<file path="config.mk">
export PLATFORM = sky130hd
export DESIGN_NAME = pc_director
export DESIGN_NICKNAME = d
export VERILOG_FILES = /design/src/pcdir_pkg.sv /design/src/npc_tracker.sv /design/src/fe_cmd_encoder.sv /design/src/fe_cmd_queue.sv /design/src/pc_director_ctrl.sv /design/src/pc_director.sv
export VERILOG_INCLUDE_DIRS = /design/src
export SDC_FILE = /design/constraint.sdc
export NUM_CORES = 1
export LEC_CHECK = 0
export BUFFER_PORTS_ARGS = -buffer_cell sky130_fd_sc_hd__buf_2
export CORE_ASPECT_RATIO = 0.6
export CORE_MARGIN = 8
export CORE_UTILIZATION = 60
export DETAILED_ROUTE_END_ITERATION = 8
export PLACE_DENSITY_LB_ADDON = 0.15
export SLEW_MARGIN = 15
export SYNTH_ARGS = -nofsm -noshare
export SYNTH_HDL_FRONTEND = slang
export SYNTH_SLANG_ARGS = --single-unit
</file>
<file path="constraint.sdc">
create_clock -name clk_i -period 7.27 [get_ports clk_i]
set_input_delay 0.727 -clock clk_i [delete_from_list [all_inputs] [get_ports clk_i]]
set_output_delay 0.727 -clock clk_i [all_outputs]
set_load 0.03 [all_outputs]
</file>
<file path="src/pcdir_consts.svh">
// ######################################################################
// PC director constants
// Address, branch metadata and command queue sizing
// ######################################################################

`ifndef PCDIR_CONSTS_SVH
`define PCDIR_CONSTS_SVH

// Virtual address width
`define PCDIR_VADDR_WIDTH 32

// Branch metadata forwarded back to the predictor
`define PCDIR_META_WIDTH 8

// Front-end command FIFO depth
`define PCDIR_CMDQ_DEPTH 4

`endif

</file>
<file path="src/pcdir_pkg.sv">
// ######################################################################
// PC director package
// Shared vector types and enumerations for the back-end director
// ######################################################################

`include "pcdir_consts.svh"

package pcdir_pkg;

  typedef logic [`PCDIR_VADDR_WIDTH-1:0] vaddr_t;
  typedef logic [`PCDIR_META_WIDTH-1:0]  bmeta_t;

  // Front-end command opcodes
  typedef enum logic [2:0] {
    e_op_state_reset    = 3'd0,
    e_op_pc_redirection = 3'd1,
    e_op_itlb_fence     = 3'd2,
    e_op_icache_fence   = 3'd3,
    e_op_wait           = 3'd4,
    e_op_attaboy        = 3'd5
  } fe_opcode_e;

  typedef enum logic [1:0] {
    e_subop_none,
    e_subop_eret,
    e_subop_trap,
    e_subop_branch_mispredict
  } redirect_subop_e;

  typedef enum logic [1:0] {
    e_not_a_branch,
    e_incorrect_pred_taken,
    e_incorrect_pred_ntaken
  } mispred_reason_e;

  typedef enum logic [1:0] {e_freeze, e_run, e_fence, e_wait} dir_state_e;

endpackage

</file>
<file path="src/npc_tracker.sv">
// ######################################################################
// NPC tracker
// Holds the next PC expected by the back end, flags a mismatching issue
// and remembers whether the last resolved instruction was a branch
// ######################################################################

`timescale 1ns/10ps

module npc_tracker
  import pcdir_pkg::*;
(
  input  logic   clk_i,
  input  logic   reset_i,
  input  logic   br_v_i,
  input  vaddr_t br_npc_i,
  input  logic   br_branch_i,
  input  logic   br_taken_i,
  input  logic   commit_npc_w_v_i,
  input  vaddr_t commit_npc_i,
  input  logic   isd_v_i,
  input  vaddr_t isd_pc_i,
  output vaddr_t expected_npc_o,
  output logic   npc_mismatch_o,
  output logic   poison_isd_o,
  output logic   last_branch_o,
  output logic   last_taken_o
);

  vaddr_t npc_r;
  vaddr_t npc_n;
  logic   npc_w_v;
  logic   branch_pending_r;
  logic   taken_pending_r;
  logic   br_set;
  logic   taken_set;

  // Commit beats a resolving branch
  assign npc_w_v = commit_npc_w_v_i | br_v_i;
  assign npc_n   = commit_npc_w_v_i ? commit_npc_i : br_npc_i;

  assign expected_npc_o = npc_w_v ? npc_n : npc_r;
  assign npc_mismatch_o = isd_v_i & (expected_npc_o != isd_pc_i);
  assign poison_isd_o   = commit_npc_w_v_i | npc_mismatch_o;

  assign br_set    = br_v_i & br_branch_i;
  assign taken_set = br_v_i & br_taken_i;

  assign last_branch_o = branch_pending_r | br_set;
  assign last_taken_o  = taken_pending_r | taken_set;

  always_ff @(posedge clk_i)
  begin
    if (reset_i)
    begin
      npc_r            <= '0;
      branch_pending_r <= 1'b0;
      taken_pending_r  <= 1'b0;
    end
    else
    begin
      if (npc_w_v)
        npc_r <= npc_n;
      // A valid issue consumes the pending branch even when set in the same cycle
      branch_pending_r <= ~isd_v_i & (branch_pending_r | br_set);
      taken_pending_r  <= ~isd_v_i & (taken_pending_r | taken_set);
    end
  end

  a_mismatch_needs_issue: assert property (@(posedge clk_i) disable iff (reset_i)
    npc_mismatch_o |-> isd_v_i);

endmodule

</file>
<file path="src/fe_cmd_encoder.sv">
// ######################################################################
// Front-end command encoder
// Fixed-priority choice of the next front-end command and its operands
// ######################################################################

`timescale 1ns/10ps

module fe_cmd_encoder
  import pcdir_pkg::*;
(
  input  logic            commit_unfreeze_i,
  input  logic            commit_sfence_i,
  input  logic            commit_wfi_i,
  input  logic            commit_fencei_i,
  input  logic            commit_eret_i,
  input  logic            commit_trap_i,
  input  vaddr_t          commit_npc_i,
  input  logic            isd_v_i,
  input  bmeta_t          isd_meta_i,
  input  logic            irq_waiting_i,
  input  logic            in_wait_i,
  input  vaddr_t          expected_npc_i,
  input  logic            npc_mismatch_i,
  input  logic            last_branch_i,
  input  logic            last_taken_i,
  input  logic            enq_ready_i,
  output logic            enq_v_o,
  output fe_opcode_e      enq_opcode_o,
  output vaddr_t          enq_npc_o,
  output redirect_subop_e enq_subop_o,
  output mispred_reason_e enq_reason_o,
  output logic            enq_taken_o,
  output bmeta_t          enq_meta_o
);

  logic cmd_v;

  always_comb
  begin
    cmd_v        = 1'b1;
    enq_opcode_o = e_op_attaboy;
    enq_npc_o    = commit_npc_i;
    enq_subop_o  = e_subop_none;
    enq_reason_o = e_not_a_branch;
    enq_taken_o  = 1'b0;
    enq_meta_o   = '0;

    if (commit_unfreeze_i)
    begin
      enq_opcode_o = e_op_state_reset;
      enq_npc_o    = expected_npc_i;
    end
    else if (commit_sfence_i)
      enq_opcode_o = e_op_itlb_fence;
    else if (commit_wfi_i)
      enq_opcode_o = e_op_wait;
    else if (commit_fencei_i)
      enq_opcode_o = e_op_icache_fence;
    else if (commit_eret_i)
    begin
      enq_opcode_o = e_op_pc_redirection;
      enq_subop_o  = e_subop_eret;
    end
    else if (commit_trap_i | (in_wait_i & irq_waiting_i))
    begin
      enq_opcode_o = e_op_pc_redirection;
      enq_subop_o  = e_subop_trap;
    end
    else if (npc_mismatch_i)
    begin
      enq_opcode_o = e_op_pc_redirection;
      enq_npc_o    = expected_npc_i;
      enq_subop_o  = e_subop_branch_mispredict;
      enq_meta_o   = isd_meta_i;
      enq_reason_o = ~last_branch_i ? e_not_a_branch
                   : last_taken_i   ? e_incorrect_pred_taken
                   : e_incorrect_pred_ntaken;
    end
    // Correct prediction reported back to the predictor
    else if (isd_v_i & last_branch_i)
    begin
      enq_npc_o   = expected_npc_i;
      enq_taken_o = last_taken_i;
      enq_meta_o  = isd_meta_i;
    end
    else
      cmd_v = 1'b0;
  end

  assign enq_v_o = cmd_v & enq_ready_i;

endmodule

</file>
<file path="src/fe_cmd_queue.sv">
// ######################################################################
// Front-end command FIFO
// Circular buffer of commands with a valid/yumi read side
// ######################################################################

`timescale 1ns/10ps

`include "pcdir_consts.svh"

module fe_cmd_queue
  import pcdir_pkg::*;
#(
  parameter int depth_p = `PCDIR_CMDQ_DEPTH
)
(
  input  logic            clk_i,
  input  logic            reset_i,
  input  logic            enq_v_i,
  input  fe_opcode_e      enq_opcode_i,
  input  vaddr_t          enq_npc_i,
  input  redirect_subop_e enq_subop_i,
  input  mispred_reason_e enq_reason_i,
  input  logic            enq_taken_i,
  input  bmeta_t          enq_meta_i,
  output logic            enq_ready_o,
  output fe_opcode_e      fe_cmd_opcode_o,
  output vaddr_t          fe_cmd_npc_o,
  output redirect_subop_e fe_cmd_subop_o,
  output mispred_reason_e fe_cmd_reason_o,
  output logic            fe_cmd_taken_o,
  output bmeta_t          fe_cmd_meta_o,
  output logic            fe_cmd_v_o,
  input  logic            fe_cmd_yumi_i,
  output logic            empty_next_o,
  output logic            empty_o,
  output logic            full_o
);

  localparam int ptr_w_lp = (depth_p > 1) ? $clog2(depth_p) : 1;
  localparam int cnt_w_lp = $clog2(depth_p + 1);

  fe_opcode_e      opcode_mem [depth_p];
  vaddr_t          npc_mem    [depth_p];
  redirect_subop_e subop_mem  [depth_p];
  mispred_reason_e reason_mem [depth_p];
  logic            taken_mem  [depth_p];
  bmeta_t          meta_mem   [depth_p];

  logic [ptr_w_lp-1:0] rptr_r, wptr_r;
  logic [cnt_w_lp-1:0] count_r, count_n;

  assign empty_o      = (count_r == '0);
  assign full_o       = (count_r == cnt_w_lp'(depth_p));
  assign enq_ready_o  = ~full_o;
  assign fe_cmd_v_o   = ~empty_o;
  assign count_n      = count_r + cnt_w_lp'(enq_v_i) - cnt_w_lp'(fe_cmd_yumi_i);
  assign empty_next_o = (count_n == '0);

  assign fe_cmd_opcode_o = opcode_mem[rptr_r];
  assign fe_cmd_npc_o    = npc_mem[rptr_r];
  assign fe_cmd_subop_o  = subop_mem[rptr_r];
  assign fe_cmd_reason_o = reason_mem[rptr_r];
  assign fe_cmd_taken_o  = taken_mem[rptr_r];
  assign fe_cmd_meta_o   = meta_mem[rptr_r];

  always_ff @(posedge clk_i)
  begin
    if (enq_v_i)
    begin
      opcode_mem[wptr_r] <= enq_opcode_i;
      npc_mem[wptr_r]    <= enq_npc_i;
      subop_mem[wptr_r]  <= enq_subop_i;
      reason_mem[wptr_r] <= enq_reason_i;
      taken_mem[wptr_r]  <= enq_taken_i;
      meta_mem[wptr_r]   <= enq_meta_i;
    end
  end

  always_ff @(posedge clk_i)
  begin
    if (reset_i)
    begin
      rptr_r  <= '0;
      wptr_r  <= '0;
      count_r <= '0;
    end
    else
    begin
      count_r <= count_n;
      if (enq_v_i)
        wptr_r <= (wptr_r == ptr_w_lp'(depth_p - 1)) ? '0 : wptr_r + 1'b1;
      if (fe_cmd_yumi_i)
        rptr_r <= (rptr_r == ptr_w_lp'(depth_p - 1)) ? '0 : rptr_r + 1'b1;
    end
  end

  a_yumi_needs_valid: assert property (@(posedge clk_i) disable iff (reset_i)
    fe_cmd_yumi_i |-> fe_cmd_v_o);

  a_no_enq_when_full: assert property (@(posedge clk_i) disable iff (reset_i)
    enq_v_i |-> ~full_o);

endmodule

</file>
<file path="src/pc_director_ctrl.sv">
// ######################################################################
// PC director control
// Boot, run, fence and wait sequencing that holds issue while the
// front end is being redirected
// ######################################################################

`timescale 1ns/10ps

module pc_director_ctrl
  import pcdir_pkg::*;
(
  input  logic       clk_i,
  input  logic       reset_i,
  input  logic       freeze_i,
  input  logic       commit_wfi_i,
  input  logic       enq_v_i,
  input  fe_opcode_e enq_opcode_i,
  input  logic       empty_next_i,
  output logic       in_wait_o,
  output logic       suppress_iss_o,
  output logic       unfreeze_o
);

  dir_state_e state_r, state_n;
  logic       fence_cmd_v;

  // Anything but an attaboy forces the front end to refetch
  assign fence_cmd_v = enq_v_i & (enq_opcode_i != e_op_attaboy);

  always_comb
  begin
    state_n = state_r;
    case (state_r)
      e_freeze:
        if (~freeze_i)
          state_n = e_wait;
      e_wait:
        if (fence_cmd_v)
          state_n = e_fence;
      e_run:
        if (commit_wfi_i)
          state_n = e_wait;
        else if (fence_cmd_v)
          state_n = e_fence;
      e_fence:
        if (empty_next_i)
          state_n = e_run;
      default:
        state_n = e_freeze;
    endcase
  end

  always_ff @(posedge clk_i)
  begin
    if (reset_i)
      state_r <= e_freeze;
    else
      state_r <= state_n;
  end

  assign in_wait_o      = (state_r == e_wait);
  assign suppress_iss_o = (state_r != e_run);
  assign unfreeze_o     = (state_r == e_freeze) & ~freeze_i;

endmodule

</file>
<file path="src/pc_director.sv">
// ######################################################################
// Back-end PC director
// Tracks the expected next PC and turns mispredicts and commit events
// into queued front-end commands
// ######################################################################

`timescale 1ns/10ps

module pc_director
  import pcdir_pkg::*;
(
  input  logic            clk_i,
  input  logic            reset_i,
  input  logic            freeze_i,
  input  logic            irq_waiting_i,
  input  logic            br_v_i,
  input  vaddr_t          br_npc_i,
  input  logic            br_branch_i,
  input  logic            br_taken_i,
  input  logic            isd_v_i,
  input  vaddr_t          isd_pc_i,
  input  bmeta_t          isd_meta_i,
  input  logic            commit_npc_w_v_i,
  input  vaddr_t          commit_npc_i,
  input  logic            commit_unfreeze_i,
  input  logic            commit_sfence_i,
  input  logic            commit_wfi_i,
  input  logic            commit_fencei_i,
  input  logic            commit_eret_i,
  input  logic            commit_trap_i,
  output vaddr_t          expected_npc_o,
  output logic            poison_isd_o,
  output logic            suppress_iss_o,
  output logic            unfreeze_o,
  output fe_opcode_e      fe_cmd_opcode_o,
  output vaddr_t          fe_cmd_npc_o,
  output redirect_subop_e fe_cmd_subop_o,
  output mispred_reason_e fe_cmd_reason_o,
  output logic            fe_cmd_taken_o,
  output bmeta_t          fe_cmd_meta_o,
  output logic            fe_cmd_v_o,
  input  logic            fe_cmd_yumi_i,
  output logic            cmd_empty_o,
  output logic            cmd_full_o
);

  logic            npc_mismatch;
  logic            last_branch;
  logic            last_taken;
  logic            in_wait;
  logic            enq_v;
  logic            enq_ready;
  logic            empty_next;
  fe_opcode_e      enq_opcode;
  vaddr_t          enq_npc;
  redirect_subop_e enq_subop;
  mispred_reason_e enq_reason;
  logic            enq_taken;
  bmeta_t          enq_meta;

  npc_tracker tracker0 (
    .clk_i(clk_i), .reset_i(reset_i),
    .br_v_i(br_v_i), .br_npc_i(br_npc_i),
    .br_branch_i(br_branch_i), .br_taken_i(br_taken_i),
    .commit_npc_w_v_i(commit_npc_w_v_i), .commit_npc_i(commit_npc_i),
    .isd_v_i(isd_v_i), .isd_pc_i(isd_pc_i),
    .expected_npc_o(expected_npc_o), .npc_mismatch_o(npc_mismatch),
    .poison_isd_o(poison_isd_o),
    .last_branch_o(last_branch), .last_taken_o(last_taken)
  );

  fe_cmd_encoder encoder0 (
    .commit_unfreeze_i(commit_unfreeze_i), .commit_sfence_i(commit_sfence_i),
    .commit_wfi_i(commit_wfi_i), .commit_fencei_i(commit_fencei_i),
    .commit_eret_i(commit_eret_i), .commit_trap_i(commit_trap_i),
    .commit_npc_i(commit_npc_i),
    .isd_v_i(isd_v_i), .isd_meta_i(isd_meta_i),
    .irq_waiting_i(irq_waiting_i), .in_wait_i(in_wait),
    .expected_npc_i(expected_npc_o), .npc_mismatch_i(npc_mismatch),
    .last_branch_i(last_branch), .last_taken_i(last_taken),
    .enq_ready_i(enq_ready), .enq_v_o(enq_v),
    .enq_opcode_o(enq_opcode), .enq_npc_o(enq_npc),
    .enq_subop_o(enq_subop), .enq_reason_o(enq_reason),
    .enq_taken_o(enq_taken), .enq_meta_o(enq_meta)
  );

  fe_cmd_queue queue0 (
    .clk_i(clk_i), .reset_i(reset_i),
    .enq_v_i(enq_v), .enq_opcode_i(enq_opcode), .enq_npc_i(enq_npc),
    .enq_subop_i(enq_subop), .enq_reason_i(enq_reason),
    .enq_taken_i(enq_taken), .enq_meta_i(enq_meta),
    .enq_ready_o(enq_ready),
    .fe_cmd_opcode_o(fe_cmd_opcode_o), .fe_cmd_npc_o(fe_cmd_npc_o),
    .fe_cmd_subop_o(fe_cmd_subop_o), .fe_cmd_reason_o(fe_cmd_reason_o),
    .fe_cmd_taken_o(fe_cmd_taken_o), .fe_cmd_meta_o(fe_cmd_meta_o),
    .fe_cmd_v_o(fe_cmd_v_o), .fe_cmd_yumi_i(fe_cmd_yumi_i),
    .empty_next_o(empty_next), .empty_o(cmd_empty_o), .full_o(cmd_full_o)
  );

  pc_director_ctrl ctrl0 (
    .clk_i(clk_i), .reset_i(reset_i),
    .freeze_i(freeze_i), .commit_wfi_i(commit_wfi_i),
    .enq_v_i(enq_v), .enq_opcode_i(enq_opcode),
    .empty_next_i(empty_next),
    .in_wait_o(in_wait), .suppress_iss_o(suppress_iss_o),
    .unfreeze_o(unfreeze_o)
  );

endmodule

</file>
==> results.yml, run 1 <==
timing:
  finalHoldViolations: 0
  drv_slew: 0
  final.setup.tns_ps: 0
  rsz0062_at_grt: "no"
  finalCritPeriodShare: 0.764
  worst_pin_slew_ps: 1230
  setup-violations-final: 0
  skew_ps: 9.84
  fmax_ghz: 0.180
  period_needed_ps: 5550
  relSlewSlack: 0.182
clock_network:
  cts_setup_buffers: 0
  htreeDepth: 1
  cts_root_buf: "clkbuf_16"
  path_clk_slew_ps: 60
  cts_inserted_buffers: 22
  cts_hold_buf: 0
  clk_latency_ps: 500
  cts_resized: 0
  cts_tree: "yes"
  clockBufferDepth: 3
  clock-sinks: 237
layout:
  area_delta_synth_final_pct: 17.9
  fin_nets: 1022
  drive_gt1_frac: 0.381
  fin_cells: 1154
status:
  outcome: "complete, no violations"
placed_design:
  gp_routability_congestion: 0.860
  place_hpwl_um: 18800
  port_buffers: 205
  placed_cells: 1110
synthesis:
  synth_area_leaders: "edfxtp_1, mux4_2, dfxtp_1"
  synth_top_area_share: 0.533
  syn_avg_cell_area_sq_um: 15.5
  syn_inst: 698
  synth_warnings: 0
  async_flop_share: 0
  netlist_area_sq_mm: 0.0108
  seq_area_frac_synth: 0.616
  synth_fp_nets: 826
  synth_top_cell_by_area: "edfxtp_1"
  ys_types: 45
  synth-edff-count: 192
  synth_ff_type: "edfxtp_1"
  ys_seq_elements: 237
global_route:
  antenna_found_initial: 5
  grt_pass1_vias: 7283
  groute.usage.overall: 0.232
  grt_overflow: 0
  grt_pass1_wl_um: 40900
  grt_max_degree: 130
run:
  maxCapViolations: 0
critical_path:
  max_stage_delay_ps: 1040
  cp_common_cell: "inv_1"
  worstSetupStartpointType: "input port"
  criticalPathCategory: "input port to flop"
  crit_slowest_cell: "inv_1"
  cp_cell_sequence: "buf_4, inv_1, a211oi_1, nand4b_1, nor4_2, nand4_2, o21ai_2, ha_1, inv_1, ha_1, inv_1, fa_1, xor2_1, xnor2_1, nand4b_1, a21oi_1, nor2_1, o31a_1"
  end_kind: "flop"
  arrival_ps: 5940
  worstPathMaxFanout: 129
  worst-endpoint-required_ps: 7660
route:
  vias: 7067
  first_pass_iters: 5
  viasPerCell: 6.12
  wire_per_inst_um: 23.7
  postRouteAntennaNets: 0
  routed_wl_um: 27300
  drtIter0Drc: 617
  drc_errors: 0
power:
  leakagePower_uw: 0.00488
  cellPowerDensity_mw_per_mm2: 349
  max-vdd-ir-drop_mv: 0.275
floorplanning:
  ios: 206
  rows: 38
  die_x_um: 189
  core_sq_mm: 0.0179
  die_h_um: 120
  die_area_sq_mm: 0.0227
  start_util: 0.605
worst_hold_path:
  hold_path.class: "flop to flop"
==> worst paths after layout <==
path	from	to	slack, ps	cells after the start
worst max-delay path	commit_npc_w_v_i	ctrl0.state_r[1]$_SDFFE_PP0P_	1720	18
worst min register to register	queue0.rptr_r[1]$_SDFFE_PP0P_	queue0.rptr_r[1]$_SDFFE_PP0P_	540	2
worst max register to register	ctrl0.state_r[0]$_SDFFE_PP0P_	ctrl0.state_r[1]$_SDFFE_PP0P_	3000	16
worst min-delay path	queue0.rptr_r[1]$_SDFFE_PP0P_	queue0.rptr_r[1]$_SDFFE_PP0P_	540	2
==> routing by layer <==
layer / part of all wire / vias to the layer above / global-route usage / routed length, um
li1: - / 3143 / - / -
met2: 0.46 / 342 / 0.361 / 12500
met4: 0.032 / 6 / 0.0846 / 878
met3: 0.096 / 68 / 0.0660 / 2620
met5: 0.0011 / - / 0 / 29
met1: 0.41 / 3508 / 0.309 / 11300
==> layout make-up <==
class                   count  area [sq um]
inverters                  13          48.8
diodes                      5          12.5
flip-flops and latches    237          6670
fillers                  1200          5120
multi-input cells         409          3880
clock inverters            15           196
clock buffers              24           579
repair buffers            211          1070
well taps                 240           300
==> worst max-delay path, delay by kind of cell <==
kind                     cells  cell delay, ps
adder cells (fa/ha/maj)      3             890
buffers and inverters        4            1570
AO/OA/AOI/OAI                4            1100
AND/OR/NAND/NOR              5            1240
XOR/XNOR                     2             350
==> placed cells by master (no fill, tap or decap), types with 13 or more instances in the layout <==
| cell type | netlist | final |
|---|---|---|
| a211o_1 | 16 | 16 |
| a211oi_1 | 16 | 16 |
| buf_2 | 11 | 204 |
| clkbuf_16 | 0 | 23 |
| dfxtp_1 | 45 | 43 |
| edfxtp_1 | 192 | 192 |
| inv_1 | 13 | 13 |
| mux2_4 | 30 | 30 |
| mux2i_1 | 29 | 29 |
| mux4_2 | 48 | 48 |
| nand2_1 | 37 | 37 |
| nand4b_1 | 17 | 17 |
| nor2_1 | 21 | 17 |
| nor2b_1 | 66 | 66 |
| o211ai_1 | 32 | 32 |
| o21ai_0 | 32 | 32 |
==> sequential cells by signal (all words and copies together), names as in the netlist, named ones only <==
name / flops
queue0.opcode_mem: 12
queue0.npc_mem: 128
ctrl0.state_r: 2
queue0.count_r: 3
queue0.reason_mem: 8
tracker0.npc_r: 32
queue0.rptr_r: 2
queue0.meta_mem: 32
queue0.subop_mem: 8
queue0.wptr_r: 2
tracker0.taken_pending_r: 1
queue0.taken_mem: 4
tracker0.branch_pending_r: 1
==> report_power, final <==
group	switching (uW)	internal, uW	total [uW]
Sequential	106	1870	1980
Combinational	831	411	1240
Clock	480	751	1230
==> cells in the mapped netlist (8+ instances only) <==
cell      count
a211o_1      16
clkbuf_1     14
nand4b_1     17
mux2i_1      29
o21ai_0      32
a211oi_1     16
nor2_1       21
nor2b_1      66
buf_2        11
edfxtp_1    192
dfxtp_1      45
nand2_1      37
mux2_4       30
o211ai_1     32
inv_1        13
mux4_2       48
and3_1        8
==> stage by stage <==
| stage | setup WS (ps) | total power [uW] | util | hold slack [ps] | instance area [sq um] |
|---|---|---|---|---|---|
| 3_5_place_dp | 1310 | 3260 | 0.670 | 532 | 12000 |
| 2_1_floorplan | 2930 | 2830 | - | 488 | 10800 |
| 6_report | 1720 | 4450 | 0.714 | 543 | 12800 |
| 4_1_cts | 1810 | 4480 | 0.713 | 529 | 12700 |
| 5_1_grt | 1470 | 4620 | 0.713 | 528 | 12800 |
| 3_3_place_gp | 1560 | 3210 | 0.670 | 505 | 12000 |
==> cell families after synthesis <==
group,after synthesis,share of synthesized area
adders and majority gates,8,0.00994
muxes,116,0.179
DFF,237,0.616
buffers and inverters,52,0.0289
AOI/OAI and AO/OA,112,0.0721
xor gates and xnor gates,2,0.00162
and+or+nand+nor,171,0.0922
(Power assumes the default switching activity.)
==> run 2: changes to the inputs <==
--- a/config.mk
+++ b/config.mk
@@ -9,7 +9,7 @@
 export BUFFER_PORTS_ARGS = -buffer_cell sky130_fd_sc_hd__buf_2
 export CORE_ASPECT_RATIO = 0.6
 export CORE_MARGIN = 8
-export CORE_UTILIZATION = 60
+export CORE_UTILIZATION = 56
 export DETAILED_ROUTE_END_ITERATION = 8
 export PLACE_DENSITY_LB_ADDON = 0.15
 export SLEW_MARGIN = 15
==> constraint.sdc (replaced) <==
create_clock -name clk_i -period 5.76 [get_ports clk_i]
set_input_delay 0.576 -clock clk_i [delete_from_list [all_inputs] [get_ports clk_i]]
set_output_delay 0.576 -clock clk_i [all_outputs]
set_load 0.03 [all_outputs]
==> results.yml, run 2 (synthesis results as in run 1) <==
status:
  outcome: "complete, no violations"
floorplanning:
  die_x_um: 195
  die_area_sq_mm: 0.0242
  rows: 39
  die_h_um: 124
  ios: 206
  start_util: 0.570
  core_sq_mm: 0.0190
clock_network:
  cts_inserted_buffers: 23
  clock-sinks: 237
  htreeDepth: 1
  cts_root_buf: "clkbuf_16"
  clk_latency_ps: 500
  path_clk_slew_ps: 60
  cts_hold_buf: 0
  cts_resized: 0
  cts_setup_buffers: 0
  clockBufferDepth: 3
  cts_tree: "yes"
power:
  cellPowerDensity_mw_per_mm2: 433
  clkPwrFrac: 0.257
  p_sw_uw: 1800
  combPwrFrac: 0.289
  power_frac_seq: 0.453
  leakagePower_uw: 0.00488
  p_sw_frac: 0.327
  max-vdd-ir-drop_mv: 0.337
  internal_power_uw: 3710
timing:
  finalCritPeriodShare: 0.793
  rsz0062_at_grt: "no"
  timing.final.ws_setup_ps: 1190
  skew_ps: 18.3
  drv_slew: 0
  finalHoldViolations: 0
  setup-violations-final: 0
  fmax_ghz: 0.219
  worst_pin_slew_ps: 1050
  period_needed_ps: 4570
  final.setup.tns_ps: 0
  relSlewSlack: 0.283
route:
  drtIter0Drc: 599
  first_pass_iters: 6
  vias: 7072
  postRouteAntennaNets: 0
  drc_errors: 0
  routed_wl_um: 28200
  wire_per_inst_um: 24.2
  viasPerCell: 6.08
placed_design:
  gp_routability_congestion: 0.917
  port_buffers: 205
  place_hpwl_um: 20100
  dp_slack_ps: 704
critical_path:
  worst-endpoint-required_ps: 6140
  reg2reg_to: "ctrl0.state_r[1]$_SDFFE_PP0P_"
  r2r_setup_slack_ps: 1960
  ff2ff_path_depth: 17
  criticalPathCategory: "input port to flop"
  arrival_ps: 4950
  worstSetupStartpointType: "input port"
  regToRegStartpoint: "tracker0.npc_r[27]$_SDFF_PP0_"
  end_kind: "flop"
  worstPathMaxFanout: 54
worst_hold_path:
  hold_path.class: "input port to flop"
  whs_endpoint: "tracker0.taken_pending_r$_SDFF_PP0_"
  hold_depth: 2
  hp-start: "isd_v_i"
global_route:
  grt_overflow: 0
  grt_pass1_vias: 7421
  grt_max_degree: 77
  groute.usage.overall: 0.228
  grt_pass1_wl_um: 42600
  antenna_found_initial: 2
layout:
  largest-register: "queue0.npc_mem"
  antenna_cells: 0
  largest_reg_flops: 128
  nFillCells: 1356
  post-route-util: 0.671
  drive_gt1_frac: 0.382
  area_delta_synth_final_pct: 17.7
  layout_common_cells: "buf_2, edfxtp_1, nor2b_1, mux4_2, dfxtp_1"
  reg_top3: "queue0.npc_mem: 128 flops, queue0.meta_mem: 32 flops, tracker0.npc_r: 32 flops"
  layout_commonest_cell: "buf_2"
  fin_nets: 1030
run:
  maxCapViolations: 0
[run 2: cell count changes in the layout (fill, tap and decap cells not counted), sizes merged]
cell / change
buf: +7
bufinv: -4
diode: -5
clkbuf: +9
clkinv: -3
[run 2: how the worst max path moves through the flow]
stage | to | depth (start not counted) | start
6_report | ctrl0.state_r[1]$_SDFFE_PP0P_ | 19 | commit_npc_w_v_i
2_1_floorplan | queue0.meta_mem[0][0]$_DFFE_PP_ | 9 | br_v_i
5_1_grt | ctrl0.state_r[1]$_SDFFE_PP0P_ | 19 | commit_npc_w_v_i
3_5_place_dp | ctrl0.state_r[1]$_SDFFE_PP0P_ | 19 | commit_npc_w_v_i
3_3_place_gp | ctrl0.state_r[1]$_SDFFE_PP0P_ | 19 | commit_npc_w_v_i
4_1_cts | ctrl0.state_r[1]$_SDFFE_PP0P_ | 19 | commit_npc_w_v_i
[run 2: metrics by stage]
stage          cells  hold WS (ps)  power, uW  instance area [sq um]
3_5_place_dp    1123           535       4150                  12000
4_1_cts         1164           392       5550                  12700
6_report        1164           409       5510                  12700
5_1_grt         1164           409       5730                  12700
2_1_floorplan    698           488       3570                  10800
3_3_place_gp    1123           503       4080                  12000
[run 2: power by group through the flow]
stage                     clock network, uW  logic [uW]  registers, uW
after global placement                    0        1580           2500
after global routing                   1510        1690           2540
after floorplan                           0        1080           2490
after detailed placement                  0        1610           2540
final                                  1420        1590           2500
after CTS                              1430        1610           2500
[run 2: layout make-up]
class / count / area (sq um) / share of cell area
clock buffer: 33 / 633 / 0.0497
clock inverter: 8 / 65.1 / 0.00511
inverter: 13 / 48.8 / 0.00383
multi-input combinational: 409 / 3870 / 0.304
sequential: 237 / 6670 / 0.524
tap: 246 / 308 / 0.0242
timing repair buffer: 218 / 1140 / 0.0894
[run 2: routing by layer]
| metal | vias up | routed length [um] | global-route usage |
|---|---|---|---|
| li1 | 3157 | - | - |
| met1 | 3557 | 12200 | 0.307 |
| met2 | 321 | 13600 | 0.390 |
| met3 | 33 | 2090 | 0.0467 |
| met4 | 4 | 266 | 0.0391 |
| met5 | - | 22 | 0 |
[run 2: worst max-delay path, stage by stage]
cell      delay, ps
buf_4           250
inv_1           690
buf_4           300
a211oi_1         80
nand4b_1        200
nor4_2          410
nand4_2         330
o21ai_2         260
ha_1            250
inv_1            60
ha_1            130
inv_1            50
fa_1            400
xor2_1          170
xnor2_1         220
nand4b_1        170
a21oi_1         180
nor2_1           70
o31a_1          140
==> run 3: changes to the inputs <==
==> constraint.sdc (replaced) <==
create_clock -name clk_i -period 4.3 [get_ports clk_i]
set_input_delay 0.43 -clock clk_i [delete_from_list [all_inputs] [get_ports clk_i]]
set_output_delay 0.43 -clock clk_i [all_outputs]
set_load 0.03 [all_outputs]
==> results.yml, run 3 (synthesis results as in run 1) <==
status:
  outcome: "complete, no violations"
clock_network:
  cts_root_buf: "clkbuf_16"
  htreeDepth: 1
  path_clk_slew_ps: 60
  cts_hold_buf: 0
  clockBufferDepth: 3
  cts_resized: 0
  cts_tree: "yes"
  clock-sinks: 237
  clk_latency_ps: 510
  cts_setup_buffers: 0
  cts_inserted_buffers: 23
critical_path:
  criticalPathCategory: "input port to flop"
  worst-endpoint-required_ps: 4700
  crit_path_end: "ctrl0.state_r[1]$_SDFFE_PP0P_"
  worstPathMaxFanout: 11
  regToRegStartpoint: "tracker0.npc_r[23]$_SDFF_PP0_"
  arrival_ps: 4340
  reg2reg_to: "ctrl0.state_r[1]$_SDFFE_PP0P_"
  end_kind: "flop"
  ff2ff_path_depth: 17
  crit_start: "br_v_i"
  worstSetupStartpointType: "input port"
  r2r_setup_slack_ps: 480
route:
  routed_wl_um: 28700
  drc_errors: 0
  wire_per_inst_um: 24.4
  postRouteAntennaNets: 0
  vias: 7120
  first_pass_iters: 4
  drtIter0Drc: 460
  viasPerCell: 6.06
power:
  leakagePower_uw: 0.00496
  cellPowerDensity_mw_per_mm2: 581
  max-vdd-ir-drop_mv: 0.361
global_route:
  groute.usage.overall: 0.233
  grt_overflow: 0
  antenna_found_initial: 5
  grt_max_degree: 62
  grt_pass1_vias: 7493
  grt_pass1_wl_um: 43100
floorplanning:
  ios: 206
  start_util: 0.570
  die_x_um: 195
  die_area_sq_mm: 0.0242
  die_h_um: 124
  core_sq_mm: 0.0190
  rows: 39
timing:
  final.setup.tns_ps: 0
  fmax_ghz: 0.254
  skew_ps: 7.13
  relSlewSlack: 0.326
  finalHoldViolations: 0
  setup-violations-final: 0
  finalCritPeriodShare: 0.917
  drv_slew: 0
  worst_pin_slew_ps: 1010
  timing.final.ws_setup_ps: 359
  rsz0062_at_grt: "no"
  period_needed_ps: 3940
  holdWs_ps: 232
placed_design:
  gp_routability_congestion: 0.895
  port_buffers: 205
  dp_slack_ps: 17.2
  placed_cells: 1129
  place_area_sq_mm: 0.0121
  place_hpwl_um: 20300
layout:
  largest_reg_flops: 128
  reg_top3: "queue0.npc_mem: 128 flops, queue0.meta_mem: 32 flops, tracker0.npc_r: 32 flops"
  layout_commonest_cell: "buf_2"
  layout_common_cells: "buf_2, edfxtp_1, nor2b_1, mux4_2, dfxtp_1"
  final_area_sq_mm: 0.0129
  drive_gt1_frac: 0.394
  largest-register: "queue0.npc_mem"
  fin_cells: 1175
  fin_nets: 1036
  area_delta_synth_final_pct: 19.1
run:
  maxCapViolations: 0
worst_hold_path:
  hold_path.class: "input port to flop"
[run 3: through the flow]
| stage | power [uW] | util |
|---|---|---|
| 2_1_floorplan | 4790 | - |
| 3_3_place_gp | 5440 | 0.639 |
| 3_5_place_dp | 5530 | 0.639 |
| 4_1_cts | 7540 | 0.678 |
| 5_1_grt | 7790 | 0.679 |
| 6_report | 7490 | 0.679 |
[run 3: where the power goes]
part	internal [uW]	switching, uW	total [uW]	leakage [uW]
Sequential	3170	187	3350	0.00221
Combinational	711	1410	2120	0.00237
Clock	1160	855	2020	0.000371
Total	5040	2450	7490	0.00496
[run 3: final cells by class]
| type | count | area, sq um |
|---|---|---|
| timing repair buffer | 224 | 1220 |
| sequential | 237 | 6670 |
| inverter | 13 | 48.8 |
| tap | 246 | 308 |
| multi-input combinational | 409 | 3870 |
| clock inverter | 13 | 126 |
| antenna | 4 | 10.0 |
| clock buffer | 29 | 628 |
| fill | 1308 | 6090 |
[run 3: worst min-delay path by stage]
stage                                                     end  slack [ps]  cells past startpoint                           from
after floorplan                 ctrl0.state_r[0]$_SDFFE_PP0P_         490                      1  ctrl0.state_r[0]$_SDFFE_PP0P_
after global placement                                   flop         510                      2  queue0.rptr_r[1]$_SDFFE_PP0P_
after detailed placement                                 flop         570                      2  queue0.rptr_r[0]$_SDFFE_PP0P_
after CTS                 tracker0.taken_pending_r$_SDFF_PP0_         220                      2                        isd_v_i
after global routing      tracker0.taken_pending_r$_SDFF_PP0_         240                      2                        isd_v_i
final                     tracker0.taken_pending_r$_SDFF_PP0_         230                      2                        isd_v_i
[run 3: routing by layer]
layer / wire (um) / GRT usage
met3: 2270 / 0.0586
met2: 13600 / 0.384
met4: 658 / 0.0688
met1: 12200 / 0.308
met5: 41 / 0
[run 3: critical path: stages]
cell	delay, ps
buf_2	240
buf_4	290
mux2i_1	330
a211oi_1	150
nand4b_1	210
nor4_2	340
nand4_2	230
o21ai_2	220
ha_1	240
inv_1	70
ha_1	160
inv_1	70
fa_1	430
xor2_1	170
xnor2_1	190
nand4b_1	160
a21oi_1	170
nor2_1	60
o31a_1	150
